<file path="config.mk">
export PLATFORM = sky130hd
export DESIGN_NAME = eeprom_ctrl_top
export DESIGN_NICKNAME = d
export VERILOG_FILES = /design/src/source/eeprom_pkg.sv /design/src/source/eeprom_request.sv /design/src/source/eeprom_sequencer.sv /design/src/source/eeprom_bit_engine.sv /design/src/source/eeprom_response.sv /design/src/source/eeprom_ctrl_top.sv
export VERILOG_INCLUDE_DIRS = /design/src /design/src/source
export SDC_FILE = /design/constraint.sdc
export NUM_CORES = 1
export LEC_CHECK = 0
export BUFFER_PORTS_ARGS = -buffer_cell sky130_fd_sc_hd__buf_2
export CAP_MARGIN = 20
export CELL_PAD_IN_SITES_DETAIL_PLACEMENT = 1
export CELL_PAD_IN_SITES_GLOBAL_PLACEMENT = 2
export CORE_ASPECT_RATIO = 0.9
export CORE_MARGIN = 2
export CORE_UTILIZATION = 40
export DETAILED_ROUTE_END_ITERATION = 10
export PLACE_DENSITY_LB_ADDON = 0.1
export SLEW_MARGIN = 10
export SYNTH_ARGS = -nofsm -noshare
export SYNTH_HDL_FRONTEND = slang
export SYNTH_SLANG_ARGS = --single-unit
export TNS_END_PERCENT = 20
</file>
<file path="constraint.sdc">
create_clock -name CLK -period 5.1 [get_ports CLK]
set_input_delay 0.51 -clock CLK [delete_from_list [all_inputs] [get_ports CLK]]
set_output_delay 0.51 -clock CLK [all_outputs]
set_load 0.01 [all_outputs]
</file>
<file path="src/source/eeprom_consts.svh">
`ifndef EEPROM_CONSTS_SVH
`define EEPROM_CONSTS_SVH

// clk cycles per quarter of an scl period
`define EE_QUARTER_CYCLES 2

// device type code in the top nibble of every control byte
`define EE_DEVICE_CODE 4'b1010

`endif

</file>
<file path="src/source/eeprom_pkg.sv">
package eeprom_pkg;

    typedef logic [10:0] ee_addr_t;  // byte address, top 3 bits are block bits
    typedef logic [7:0]  ee_byte_t;

    typedef enum logic {
        OP_WRITE = 1'b0,
        OP_READ  = 1'b1
    } ee_op_t;

    typedef struct packed {
        ee_op_t   op;
        ee_addr_t addr;
        ee_byte_t data;
    } eeprom_req_t;

    typedef enum logic [1:0] {
        CMD_START,
        CMD_STOP,
        CMD_WRITE,
        CMD_READ
    } bus_cmd_t;

    typedef struct packed {
        bus_cmd_t cmd;
        ee_byte_t data;
    } bus_req_t;

    typedef struct packed {
        ee_byte_t data;
        logic     ack_ok;  // slave held sda low in the ninth bit
    } bus_res_t;

    typedef struct packed {
        ee_op_t   op;
        ee_byte_t data;
        logic     nack;
    } eeprom_res_t;

    typedef enum logic [3:0] {
        S_IDLE,
        S_START,
        S_CTRL_WR,
        S_ADDR,
        S_DATA_WR,
        S_RESTART,
        S_CTRL_RD,
        S_DATA_RD,
        S_STOP,
        S_REPORT
    } seq_state_t;

endpackage

</file>
<file path="src/source/eeprom_request.sv">
`timescale 1ns/1ps

module eeprom_request
(
    input  logic                    CLK,
    input  logic                    RESET,
    input  logic                    wr,
    input  logic                    rd,
    input  eeprom_pkg::ee_addr_t    addr,
    input  eeprom_pkg::ee_byte_t    wr_data,
    input  logic                    finish,
    output eeprom_pkg::eeprom_req_t req,
    output logic                    pending
);

    logic capture;

    assign capture = !pending && (wr || rd);

    always_ff @(posedge CLK)
    begin
        if (RESET)
        begin
            pending <= 1'b0;
        end
        else if (pending)
        begin
            if (finish)
                pending <= 1'b0;
        end
        else if (capture)
        begin
            pending <= 1'b1;
        end
    end

    // held for the whole transfer, host may change addr and wr_data meanwhile
    always_ff @(posedge CLK)
    begin
        if (capture)
        begin
            req.op   <= wr ? eeprom_pkg::OP_WRITE : eeprom_pkg::OP_READ;  // write wins
            req.addr <= addr;
            req.data <= wr_data;
        end
    end

endmodule

</file>
<file path="src/source/eeprom_sequencer.sv">
`timescale 1ns/1ps
`include "eeprom_consts.svh"

module eeprom_sequencer
(
    input  logic                    CLK,
    input  logic                    RESET,
    input  eeprom_pkg::eeprom_req_t req,
    input  logic                    pending,
    output logic                    bus_go,
    output eeprom_pkg::bus_req_t    bus_req,
    input  logic                    bus_done,
    input  eeprom_pkg::bus_res_t    bus_res,
    output logic                    finish,
    output eeprom_pkg::eeprom_res_t result
);

    eeprom_pkg::seq_state_t state;
    eeprom_pkg::seq_state_t next_state;
    logic                   waiting;  // one bus command in flight
    logic                   nack;
    logic                   rd_dir;
    eeprom_pkg::ee_byte_t   ctrl_byte;
    eeprom_pkg::ee_byte_t   rx_byte;

    assign rd_dir    = (state == eeprom_pkg::S_CTRL_RD);
    assign ctrl_byte = {`EE_DEVICE_CODE, req.addr[10:8], rd_dir};

    always_comb
    begin
        bus_req.cmd  = eeprom_pkg::CMD_WRITE;
        bus_req.data = ctrl_byte;
        case (state)
            eeprom_pkg::S_START,
            eeprom_pkg::S_RESTART:
                bus_req.cmd = eeprom_pkg::CMD_START;
            eeprom_pkg::S_ADDR:
                bus_req.data = req.addr[7:0];  // word address
            eeprom_pkg::S_DATA_WR:
                bus_req.data = req.data;
            eeprom_pkg::S_DATA_RD:
                bus_req.cmd = eeprom_pkg::CMD_READ;
            eeprom_pkg::S_STOP:
                bus_req.cmd = eeprom_pkg::CMD_STOP;
            default:
                bus_req.cmd = eeprom_pkg::CMD_WRITE;
        endcase
    end

    // a missing ack on any written byte falls through to stop
    always_comb
    begin
        next_state = eeprom_pkg::S_STOP;
        case (state)
            eeprom_pkg::S_START:
                next_state = eeprom_pkg::S_CTRL_WR;
            eeprom_pkg::S_CTRL_WR:
                if (bus_res.ack_ok)
                    next_state = eeprom_pkg::S_ADDR;
            eeprom_pkg::S_ADDR:
                if (bus_res.ack_ok)
                begin
                    if (req.op == eeprom_pkg::OP_READ)
                        next_state = eeprom_pkg::S_RESTART;  // dummy write done
                    else
                        next_state = eeprom_pkg::S_DATA_WR;
                end
            eeprom_pkg::S_RESTART:
                next_state = eeprom_pkg::S_CTRL_RD;
            eeprom_pkg::S_CTRL_RD:
                if (bus_res.ack_ok)
                    next_state = eeprom_pkg::S_DATA_RD;
            eeprom_pkg::S_STOP:
                next_state = eeprom_pkg::S_REPORT;
            default:
                next_state = eeprom_pkg::S_STOP;
        endcase
    end

    assign bus_go = !waiting
                 && (state != eeprom_pkg::S_IDLE)
                 && (state != eeprom_pkg::S_REPORT);

    always_ff @(posedge CLK)
    begin
        if (RESET)
        begin
            state   <= eeprom_pkg::S_IDLE;
            waiting <= 1'b0;
            nack    <= 1'b0;
        end
        else
        begin
            if (bus_go)
                waiting <= 1'b1;
            if (bus_done)
                waiting <= 1'b0;

            case (state)
                eeprom_pkg::S_IDLE:
                    if (pending)
                    begin
                        state <= eeprom_pkg::S_START;
                        nack  <= 1'b0;
                    end
                eeprom_pkg::S_REPORT:
                    state <= eeprom_pkg::S_IDLE;
                default:
                    if (bus_done)
                        state <= next_state;
            endcase

            if (bus_done && bus_req.cmd == eeprom_pkg::CMD_WRITE && !bus_res.ack_ok)
                nack <= 1'b1;
        end
    end

    always_ff @(posedge CLK)
    begin
        if (bus_done && state == eeprom_pkg::S_DATA_RD)
            rx_byte <= bus_res.data;
    end

    assign finish = (state == eeprom_pkg::S_REPORT);

    assign result.op   = req.op;
    assign result.data = rx_byte;
    assign result.nack = nack;

endmodule

</file>
<file path="src/source/eeprom_bit_engine.sv">
`timescale 1ns/1ps
`include "eeprom_consts.svh"

module eeprom_bit_engine
(
    input  logic                 CLK,
    input  logic                 RESET,
    input  logic                 bus_go,
    input  eeprom_pkg::bus_req_t bus_req,
    output logic                 bus_done,
    output eeprom_pkg::bus_res_t bus_res,
    output logic                 scl,
    output logic                 sda_drive_low,
    input  logic                 sda_in
);

    localparam int QW   = $clog2(`EE_QUARTER_CYCLES + 1);
    localparam int QMAX = `EE_QUARTER_CYCLES - 1;

    logic                 active;
    logic [QW-1:0]        qcnt;
    logic [5:0]           phase;      // quarter index, bit = phase[5:2]
    logic [5:0]           phase_nxt;
    logic                 tick;
    logic                 last;
    logic                 sda_next;
    logic                 ack_ok;
    eeprom_pkg::bus_cmd_t cmd;
    eeprom_pkg::ee_byte_t shreg;      // shared for send and receive

    assign tick      = active && (qcnt == QW'(QMAX));
    assign phase_nxt = phase + 6'd1;
    assign last      = (cmd == eeprom_pkg::CMD_START || cmd == eeprom_pkg::CMD_STOP)
                     ? (phase == 6'd3) : (phase == 6'd35);

    // sda level for quarter 1, where scl is low
    always_comb
    begin
        sda_next = 1'b0;
        case (cmd)
            eeprom_pkg::CMD_STOP:
                sda_next = 1'b1;
            eeprom_pkg::CMD_WRITE:
                if (phase_nxt[5:2] != 4'd8)
                    sda_next = ~shreg[7];
            default:
                sda_next = 1'b0;  // start and read release, read ends with nack
        endcase
    end

    always_ff @(posedge CLK)
    begin
        if (RESET)
        begin
            active        <= 1'b0;
            bus_done      <= 1'b0;
            qcnt          <= '0;
            phase         <= '0;
            scl           <= 1'b1;
            sda_drive_low <= 1'b0;
        end
        else
        begin
            bus_done <= 1'b0;
            if (!active)
            begin
                if (bus_go)
                begin
                    active <= 1'b1;
                    qcnt   <= '0;
                    phase  <= '0;
                    scl    <= 1'b0;
                end
            end
            else if (!tick)
            begin
                qcnt <= qcnt + 1'b1;
            end
            else
            begin
                qcnt <= '0;
                if (last)
                begin
                    active   <= 1'b0;
                    bus_done <= 1'b1;  // scl left high
                end
                else
                begin
                    phase <= phase_nxt;
                    case (phase_nxt[1:0])
                        2'd0: scl <= 1'b0;
                        2'd1: sda_drive_low <= sda_next;
                        2'd2: scl <= 1'b1;
                        default:
                            if (cmd == eeprom_pkg::CMD_START)
                                sda_drive_low <= 1'b1;  // falls with scl high
                            else if (cmd == eeprom_pkg::CMD_STOP)
                                sda_drive_low <= 1'b0;  // rises with scl high
                    endcase
                end
            end
        end
    end

    always_ff @(posedge CLK)
    begin
        if (!active && bus_go)
        begin
            cmd   <= bus_req.cmd;
            shreg <= bus_req.data;
        end
        else if (tick && !last)
        begin
            if (phase_nxt[1:0] == 2'd1 && cmd == eeprom_pkg::CMD_WRITE
                && phase_nxt[5:2] != 4'd8)
                shreg <= shreg << 1;
            if (phase_nxt[1:0] == 2'd3)  // middle of scl high
            begin
                if (phase[5:2] == 4'd8)
                    ack_ok <= !sda_in;
                else if (cmd == eeprom_pkg::CMD_READ)
                    shreg <= {shreg[6:0], sda_in};
            end
        end
    end

    assign bus_res.data   = shreg;
    assign bus_res.ack_ok = ack_ok;

endmodule

</file>
<file path="src/source/eeprom_response.sv">
`timescale 1ns/1ps

module eeprom_response
(
    input  logic                    CLK,
    input  logic                    RESET,
    input  logic                    finish,
    input  eeprom_pkg::eeprom_res_t result,
    output eeprom_pkg::ee_byte_t    rd_data,
    output logic                    nack_err,
    output logic                    done
);

    logic good_read;

    assign good_read = (result.op == eeprom_pkg::OP_READ) && !result.nack;

    always_ff @(posedge CLK)
    begin
        if (RESET)
        begin
            done     <= 1'b0;
            nack_err <= 1'b0;
            rd_data  <= '0;
        end
        else
        begin
            done <= finish;
            if (finish)
            begin
                nack_err <= result.nack;  // status of the last transfer
                if (good_read)
                    rd_data <= result.data;
            end
        end
    end

endmodule

</file>
<file path="src/source/eeprom_ctrl_top.sv">
`timescale 1ns/1ps

module eeprom_ctrl_top
(
    input  logic                 CLK,
    input  logic                 RESET,
    input  logic                 wr,
    input  logic                 rd,
    input  eeprom_pkg::ee_addr_t addr,
    input  eeprom_pkg::ee_byte_t wr_data,
    output eeprom_pkg::ee_byte_t rd_data,
    output logic                 done,
    output logic                 busy,
    output logic                 nack_err,
    output logic                 scl,
    output logic                 sda_drive_low,
    input  logic                 sda_in
);

    eeprom_pkg::eeprom_req_t req;
    eeprom_pkg::eeprom_res_t result;
    eeprom_pkg::bus_req_t    bus_req;
    eeprom_pkg::bus_res_t    bus_res;
    logic                    pending;
    logic                    finish;
    logic                    bus_go;
    logic                    bus_done;

    assign busy = pending;

    eeprom_request eeprom_request_inst
    (
        .CLK     (CLK),
        .RESET   (RESET),
        .wr      (wr),
        .rd      (rd),
        .addr    (addr),
        .wr_data (wr_data),
        .finish  (finish),
        .req     (req),
        .pending (pending)
    );

    eeprom_sequencer eeprom_sequencer_inst
    (
        .CLK      (CLK),
        .RESET    (RESET),
        .req      (req),
        .pending  (pending),
        .bus_go   (bus_go),
        .bus_req  (bus_req),
        .bus_done (bus_done),
        .bus_res  (bus_res),
        .finish   (finish),
        .result   (result)
    );

    eeprom_bit_engine eeprom_bit_engine_inst
    (
        .CLK           (CLK),
        .RESET         (RESET),
        .bus_go        (bus_go),
        .bus_req       (bus_req),
        .bus_done      (bus_done),
        .bus_res       (bus_res),
        .scl           (scl),
        .sda_drive_low (sda_drive_low),
        .sda_in        (sda_in)
    );

    eeprom_response eeprom_response_inst
    (
        .CLK      (CLK),
        .RESET    (RESET),
        .finish   (finish),
        .result   (result),
        .rd_data  (rd_data),
        .nack_err (nack_err),
        .done     (done)
    );

endmodule

</file>
## After elaboration in Yosys (flattened, before gate mapping)

Index checks and enable logic that the tools add are counted.

- Logic and storage cells: 142
- Register bits: 68
- Output and inout bits: 13

- Bitwise gates (word level): 6
- Add/subtract/negate cells: 2
- Eq/ne operators: 26
- Reductions and logical operators: 42
- Mux-type cells: 46

Operators with widths:

| kind | count |
|---|---|
| $mux W8 | 6 |
| $mux W6 | 4 |
| $pmux W4 S6 | 1 |
| $mux W1 | 21 |
| $mux W4 | 5 |
| $eq A4 B3 Y1 const B | 4 |
| $pmux W8 S2 | 1 |
| $eq A4 B4 Y1 const B | 3 |
| $logic_and A1 B1 Y1 | 12 |
| $eq A2 B2 Y1 const B | 5 |
| $eq A4 B2 Y1 const B | 2 |
| $ne A4 B4 Y1 const B | 2 |
| $pmux W4 S2 | 1 |
| $reduce_and A4 Y1 | 2 |
| $reduce_bool A2 Y1 | 4 |
| $logic_not A1 Y1 | 7 |
| $add A6 B1 Y6 const B | 1 |
| $eq A2 B1 Y1 const B | 3 |
| $eq A6 B2 Y1 const B | 1 |
| $eq A6 B6 Y1 const B | 1 |
| $mux W2 | 3 |
| $ne A2 B2 Y1 const B | 3 |
| $not A1 Y1 | 6 |
| $pmux W1 S2 | 3 |
| 14 further kinds | 21 |

## Logic depth before layout (Yosys ltp)

Gate-level depths: netlist of the first run.

- Depth in word-level cells: 10
- Mapped depth: 7
- Depth with buffers taken out: 6

## Cells and area by module

A second synthesis of the first run with hierarchy kept.

- Cell total of the unflattened synthesis: 308
- Area, all modules: 3,397.0 um^2

By module, submodules not included:

| module | area an instance (um^2) | times used | sequential area each (um^2) | cells each |
|---|---|---|---|---|
| eeprom_bit_engine | 1,396.3 | 1 | 570.5 | 147 |
| eeprom_sequencer | 920.9 | 1 | 360.3 | 95 |
| eeprom_request | 654.4 | 1 | 620.6 | 26 |
| eeprom_response | 425.4 | 1 | 200.2 | 40 |

## Least setup slack after synthesis of the first run

No wires, ideal clock.

- Path kind: reg2reg
- Start point: register eeprom_bit_engine_inst.phase[0]
- End point: register eeprom_bit_engine_inst.shreg[4], data pin
- Clock period less this slack: 1.994 ns
- Path slack: 3.106 ns
- Arrival time: 1.729 ns
- Buffers on the path: 0
- Setup time: 0.265 ns
- Cell stages (with the launch flop): 7
- Cell sequence: dfxtp_1 > ha_1 > or4_4 > and3_4 > a22o_1 > o21ai_1 > a21oi_1

- Longest elaborated chain between the ends: 10

RTL lines:

| what | line | text |
|---|---|---|
| start, declared | eeprom_bit_engine.sv:22 | `logic [5:0] phase;` |
| start signal, assigned | eeprom_bit_engine.sv:89 | `phase <= phase_nxt;` |
| $add A6 B1 Y6 (*) | eeprom_bit_engine.sv:32 | `assign phase_nxt = phase + 6'd1;` |
| $eq A2 B1 Y1 | eeprom_bit_engine.sv:114 | `if (phase_nxt[1:0] == 2'd1 && cmd == eeprom_pkg::CMD_WRITE` |
| $logic_and A1 B1 Y1 | eeprom_bit_engine.sv:114 |  |
| $logic_and A1 B1 Y1 | eeprom_bit_engine.sv:115 | `&& phase_nxt[5:2] != 4'd8)` |
| $mux W8 | eeprom_bit_engine.sv:114 |  |
| $mux W8 | eeprom_bit_engine.sv:121 | `else if (cmd == eeprom_pkg::CMD_READ)` |
| $mux W8 | eeprom_bit_engine.sv:119 | `if (phase[5:2] == 4'd8)` |
| $mux W8 (*) | eeprom_bit_engine.sv:117 | `if (phase_nxt[1:0] == 2'd3)` |
| $mux W8 (*) | eeprom_bit_engine.sv:112 | `else if (tick && !last)` |
| $mux W8 (*) | eeprom_bit_engine.sv:107 | `if (!active && bus_go)` |
| end signal, assigned | eeprom_bit_engine.sv:110 | `shreg <= bus_req.data;` |
| end signal, assigned | eeprom_bit_engine.sv:116 | `shreg <= shreg << 1;` |
| end signal, assigned | eeprom_bit_engine.sv:122 | `shreg <= {shreg[6:0], sda_in};` |
| end, declared | eeprom_bit_engine.sv:29 | `eeprom_pkg::ee_byte_t shreg;` |

Every way passes the cells marked *; elsewhere a longest branch is shown, timed or not. The select of a mux whose other input is x is not followed.
A chain may end at the register's enable or synchronous reset.

## Worst setup path after layout of the first run

- Start point: register eeprom_sequencer_inst.state[3]
- End point: register eeprom_bit_engine_inst.phase[3]

- Longest elaborated chain between the ends: 5

RTL lines:

| what | line | text |
|---|---|---|
| start, declared | eeprom_sequencer.sv:18 | `eeprom_pkg::seq_state_t state;` |
| start signal, assigned | eeprom_sequencer.sv:88 | `state <= eeprom_pkg::S_IDLE;` |
| start signal, assigned | eeprom_sequencer.sv:103 | `state <= eeprom_pkg::S_START;` |
| start signal, assigned | eeprom_sequencer.sv:107 | `state <= eeprom_pkg::S_IDLE;` |
| $reduce_bool A4 Y1 | eeprom_sequencer.sv:81 | `&& (state != eeprom_pkg::S_IDLE)` |
| $logic_and A1 B1 Y1 | eeprom_sequencer.sv:81 |  |
| $logic_and A1 B1 Y1 (*) | eeprom_sequencer.sv:82 | `&& (state != eeprom_pkg::S_REPORT);` |
| $reduce_bool A2 Y1 (no source line) (*) | n/a |  |
| $reduce_and A3 Y1 (no source line) (*) | n/a |  |

Every way passes the cells marked *; elsewhere a longest branch is shown, timed or not.

==> results.toml, run 1 <==
[worst_setup_path]
cp_data_required_time_ps = 5350
r2r-end = "eeprom_bit_engine_inst.phase[3]"
crit_fanout = 17
reg2reg_slack_ps = 2600
crit_type = "register to register"
end_kind = "register"
cp-startpoint = "eeprom_sequencer_inst.state[3]"
worstReg2RegStart = "eeprom_sequencer_inst.state[3]"
crit_arrival_ps = 2750
r2r_cells = 6
start_kind = "register"
critPathCapture = "eeprom_bit_engine_inst.phase[3]"

[yosys]
synth_edf_count = 39
ys_seq_elements = 68
synth_area_leaders = "edfxtp_1, dfxtp_1, nor2_1, a21oi_1, ha_1"
synth_top_area_cell = "edfxtp_1"
ys.flop_type = "edfxtp_1"
synthCells = 290
ys_types = 52
ys_seq_area_frac = 0.563
synth_fp_nets = 322
synth_most_common_cell = "edfxtp_1"
postSynthAreaPerCell_um2 = 10.7
ys_warn_count = 0
synth_top_area_frac = 0.377
async_flop_share = 0
synthTopCellsByCount = "edfxtp_1, nor2_1, dfxtp_1, a21oi_1, inv_1"
syn_area_um2 = 3110

[status]
outcome = "complete, no violations"

[timing]
fin_setup_tns_ps = 0
slew_viol_final = 0
worst_pin_slew_ps = 790
finalHoldViolations = 0
setup_viol = 0
slew-limit-headroom = 0.471
finalCritPeriodShare = 0.491
rsz0062_at_grt = "no"
fmax_ghz = 0.399
skew_ps = 9.74
fin_crit_ps = 2500

[clock_network]
clk_latency_ps = 330
cts_tree = "built"
cts.sinks = 68
cts_root_buf = "clkbuf_8"
htreeDepth = 3
cts_hold_buffers = 0
post_cts_resized = 0
clkTransAtPathRegs_ps = 80
cts_made_buffers = 9
cts_setup_buffers = 0
clockBufferDepth = 2

[floorplanning]
die_h_um = 87.6
initial_utilization = 0.412
pin_count = 37
die_x_um = 96.9
rows = 30
die-area_um2 = 8500
coreArea_um2 = 7540

[layout]
finish.utilization = 0.470
nNetsFinal = 351
area_delta_synth_final_pct = 14.0
antennaDiodeCount = 0
drive_gt1_frac = 0.182

[routing]
wl_per_cell_um = 16.8
dr_wl_met2_um = 3310
wl_met1_um = 3470
firstDrtPassIters = 4
drt-vias-per-instance = 5.53
drc = 0
totalWireLength_um = 7070
dr.max_layer_used = "met4"
drtIter0Drc = 143
vias = 2321
detail-route-antenna-nets = 0
wl_met3_um = 252

[hold_path]
hold_path_class = "input pin to register"
whs_path_depth = 1

[placement]
io_buffers = 36
dpl.hpwl_um = 4980
place.gp.congestion = 0.749

[global_route]
antenna_found_initial = 0
grt_pass1_vias = 2269
grtUsageTotal = 0.172
grt_overflow = 0
grt_max_degree = 30
grt_pass1_wl_um = 11400

[run]
cap_violations = 0

[power]
ir_worst_vdd_uv = 184
p_leak_nw = 1.36
power.density_nw_per_um2 = 335
[layout make-up]
cell class | instances | area [um^2]
clock buffers | 10 | 128
clock inverters | 6 | 88.8
fillers | 842 | 4000
inverters | 13 | 48.8
multi-input cells | 190 | 1220
flip-flops and latches | 68 | 1750
well taps | 96 | 120
repair buffers | 37 | 188
[per-layer routing]
metal | track usage | vias to the layer above
li1 | - | 1135
met3 | 0.0415 | 2
met2 | 0.287 | 55
met1 | 0.227 | 1129
met4 | 0.0499 | 0
met5 | 0 | -
[through the flow]
step	setup WS [ps]	instances	total power (W)	hold WS, ps	area, um^2
after floorplan	3110	290	0.000686	423	3110
after global placement	2740	404	0.000714	440	3330
after detailed placement	2620	404	0.000716	457	3330
after CTS	2580	420	0.00121	326	3550
after global routing	2380	420	0.00124	320	3550
final	2600	420	0.00119	347	3550
[worst min-delay path by stage]
stage          slack (ps)                             end                      startpoint
2_1_floorplan         420  eeprom_bit_engine_inst.qcnt[1]  eeprom_bit_engine_inst.qcnt[1]
3_3_place_gp          440  eeprom_bit_engine_inst.qcnt[1]  eeprom_bit_engine_inst.qcnt[1]
3_5_place_dp          460  eeprom_bit_engine_inst.qcnt[1]  eeprom_bit_engine_inst.qcnt[1]
4_1_cts               330      eeprom_request_inst.req[8]                         addr[0]
5_1_grt               320      eeprom_request_inst.req[8]                         addr[0]
6_report              350     eeprom_request_inst.req[11]                         addr[3]
[power by group]
part	switching (W)	internal, W
combinational	0.0000449	0.0000309
sequential	0.0000177	0.000609
clock	0.000208	0.000275
total	0.000271	0.000916
[cell usage in the layout (no fill, tap or decap), drive strengths merged, types with 2 or more instances in the layout]
master | synthesis | layout
buf | 9 | 37
nand4b | 2 | 2
mux2i | 9 | 9
clkinv | 0 | 2
a221oi | 2 | 2
nor4 | 3 | 3
dfxtp | 29 | 29
a22o | 2 | 2
a31oi | 11 | 11
and4 | 2 | 2
xnor2 | 2 | 2
nand4 | 2 | 2
a311oi | 3 | 3
nor3 | 9 | 9
and3 | 3 | 3
nand2 | 10 | 10
edfxtp | 39 | 39
ha | 8 | 8
nand3 | 8 | 8
nand3b | 2 | 2
nand2b | 2 | 2
a21oi | 23 | 23
nor2 | 37 | 37
bufinv | 0 | 2
inv | 13 | 13
a221o | 5 | 5
a211oi | 2 | 2
nor2b | 4 | 4
o21ai | 18 | 18
a32oi | 2 | 2
clkbuf | 10 | 10
clkinvlp | 0 | 2
a22oi | 4 | 4
[critical path: stages (launching register included)]
cell and delay (ps):
dfxtp_1 670, xnor2_1 230, a211o_1 410, inv_1 310, nor2_1 330, inv_2 180, a311oi_1 270
[flip-flops by register name, indices dropped and copies added (netlist names), 2 cells and up]
name,cells
eeprom_bit_engine_inst.cmd,2
eeprom_bit_engine_inst.shreg,8
eeprom_sequencer_inst.state,4
eeprom_request_inst.req,20
eeprom_bit_engine_inst.qcnt,2
eeprom_bit_engine_inst.phase,6
eeprom_sequencer_inst.rx_byte,8
eeprom_response_inst.rd_data,8
[cells by family after synthesis]
kind of cell,count (synthesis),synth area share
compound gates,80,0.174
xor+xnor,3,0.00845
fa+ha+maj,8,0.0322
buf+inv,32,0.0439
flops,68,0.563
mux,10,0.0326
simple gates,89,0.145
Power figures use the tool's default switching activity.
==> run 2: changes to the inputs <==
--- a/config.mk
+++ b/config.mk
@@ -12,7 +12,7 @@
 export CELL_PAD_IN_SITES_GLOBAL_PLACEMENT = 2
 export CORE_ASPECT_RATIO = 0.9
 export CORE_MARGIN = 2
-export CORE_UTILIZATION = 40
+export CORE_UTILIZATION = 37
 export DETAILED_ROUTE_END_ITERATION = 10
 export PLACE_DENSITY_LB_ADDON = 0.1
 export SLEW_MARGIN = 10
==> constraint.sdc (replaced) <==
create_clock -name CLK -period 2.33 [get_ports CLK]
set_input_delay 0.233 -clock CLK [delete_from_list [all_inputs] [get_ports CLK]]
set_output_delay 0.233 -clock CLK [all_outputs]
set_load 0.01 [all_outputs]
==> results.toml, run 2 (synthesis gave the netlist of run 1 again) <==
[status]
outcome = "complete, no violations"

[clock_network]
clkTransAtPathRegs_ps = 80
htreeDepth = 3
cts_tree = "built"
cts.sinks = 68
clk_latency_ps = 350
post_cts_resized = 0
cts_made_buffers = 9
cts_setup_buffers = 0
clockBufferDepth = 2
cts_root_buf = "clkbuf_8"
cts_hold_buffers = 0

[timing]
finalHoldViolations = 0
fmax_ghz = 0.472
skew_ps = 11.0
worst_pin_slew_ps = 591
finalCritPeriodShare = 0.909
holdWs_ps = 49.0
fin_crit_ps = 2120
slew-limit-headroom = 0.606
layout_setup_ws_ps = 213
fin_setup_tns_ps = 0
setup_viol = 0
slew_viol_final = 0
rsz0062_at_grt = "no"

[layout]
area_delta_synth_final_pct = 17.5
nNetsFinal = 364
fill_cells = 897
antennaDiodeCount = 0
drive_gt1_frac = 0.217
layout_commonest_cell = "edfxtp_1"
top_register = "eeprom_request_inst.req"
largest_register_ffs = 20
layout_common_cells = "edfxtp_1, nor2_1, buf_2, dfxtp_1, a21oi_1"

[worst_setup_path]
crit_arrival_ps = 2210
r2r_cells = 6
crit_fanout = 7
end_kind = "register"
crit_chain = "ha_1 > or4_4 > and3_4 > a22o_1 > o21ai_1 > a21oi_1"
cp_data_required_time_ps = 2420
crit_type = "register to register"
cpMaxStageDelayCell = "or4_4"
cp_slowest_stage_delay_ps = 440
start_kind = "register"

[power]
power.density_nw_per_um2 = 729
p_leak_nw = 1.43
ir_worst_vdd_uv = 293

[floorplanning]
die_x_um = 101
coreArea_um2 = 8110
die_h_um = 91.0
die-area_um2 = 9150
pin_count = 37
initial_utilization = 0.384
rows = 31

[routing]
firstDrtPassIters = 4
drc = 0
wl_per_cell_um = 16.9
totalWireLength_um = 7370
drtIter0Drc = 57
detail-route-antenna-nets = 0
vias = 2333
drt-vias-per-instance = 5.35

[hold_path]
hold_path_class = "input pin to register"
whs_path_depth = 1

[global_route]
grt_overflow = 0
grt_pass1_vias = 2398
grtUsageTotal = 0.171
grt_pass1_wl_um = 12000
antenna_found_initial = 0
grt_max_degree = 30

[placement]
place_ws_ps = 214
dpl.hpwl_um = 5130
place.gp.congestion = 0.774
io_buffers = 36

[run]
cap_violations = 0
[run 2: cell types whose count changed in the layout (fill, tap and decap cells not counted)]
cell	before	now
clkinvlp_4	2	1
clkinv_4	1	2
inv_6	0	1
buf_4	1	14
clkbuf_1	1	0
[run 2: power by group]
part	total [W]	switching [W]	leakage, nW	internal, W
clock network	0.00111	0.000504	0.110	0.000608
registers	0.00136	0.0000314	0.603	0.00133
logic	0.000188	0.000111	0.717	0.0000772
[run 2: per-stage QoR]
step | cell area, um^2 | util | total power [W] | cells
CTS | 3650 | 0.451 | 0.00270 | 436
global placement | 3430 | 0.423 | 0.00158 | 420
global route | 3650 | 0.451 | 0.00277 | 436
finish | 3650 | 0.451 | 0.00266 | 436
floorplan | 3110 | - | 0.00150 | 290
detailed placement | 3430 | 0.423 | 0.00158 | 420
[run 2: routing by layer]
layer,GRT usage,up-vias,part of all wire
li1,-,1170,-
met3,0.0500,9,0.033
met1,0.219,1117,0.48
met4,0.0514,0,0.013
met5,0,-,0
met2,0.279,37,0.47
[run 2: final timing paths]
| kind | from | endpoint | slack (ps) |
|---|---|---|---|
| worst max register to register | eeprom_bit_engine_inst.phase[1] | eeprom_bit_engine_inst.shreg[6] | 210 |
| worst min-delay path | wr_data[6] | eeprom_request_inst.req[6] | 50 |
| worst min register to register | eeprom_bit_engine_inst.qcnt[1] | eeprom_bit_engine_inst.qcnt[1] | 460 |
| worst max-delay path | eeprom_bit_engine_inst.phase[1] | eeprom_bit_engine_inst.shreg[6] | 210 |
[run 2: worst max-delay path, delay by kind of cell (launching register included)]
kind / cells / cell delay [ps]
AOI/OAI and AO/OA: 3 / 550
adders and majority gates: 1 / 290
DFF: 1 / 370
and+or+nand+nor: 2 / 650
[run 2: cell type report]
| cell class | instances | area [um^2] | share of cell area |
|---|---|---|---|
| Sequential cell | 68 | 1750 | 0.479 |
| Multi-Input combinational cell | 190 | 1220 | 0.334 |
| Timing Repair Buffer | 50 | 285 | 0.0781 |
| Clock buffer | 9 | 124 | 0.0339 |
| Tap cell | 99 | 124 | 0.0339 |
| Clock inverter | 7 | 98.8 | 0.0271 |
| Inverter | 13 | 48.8 | 0.0134 |
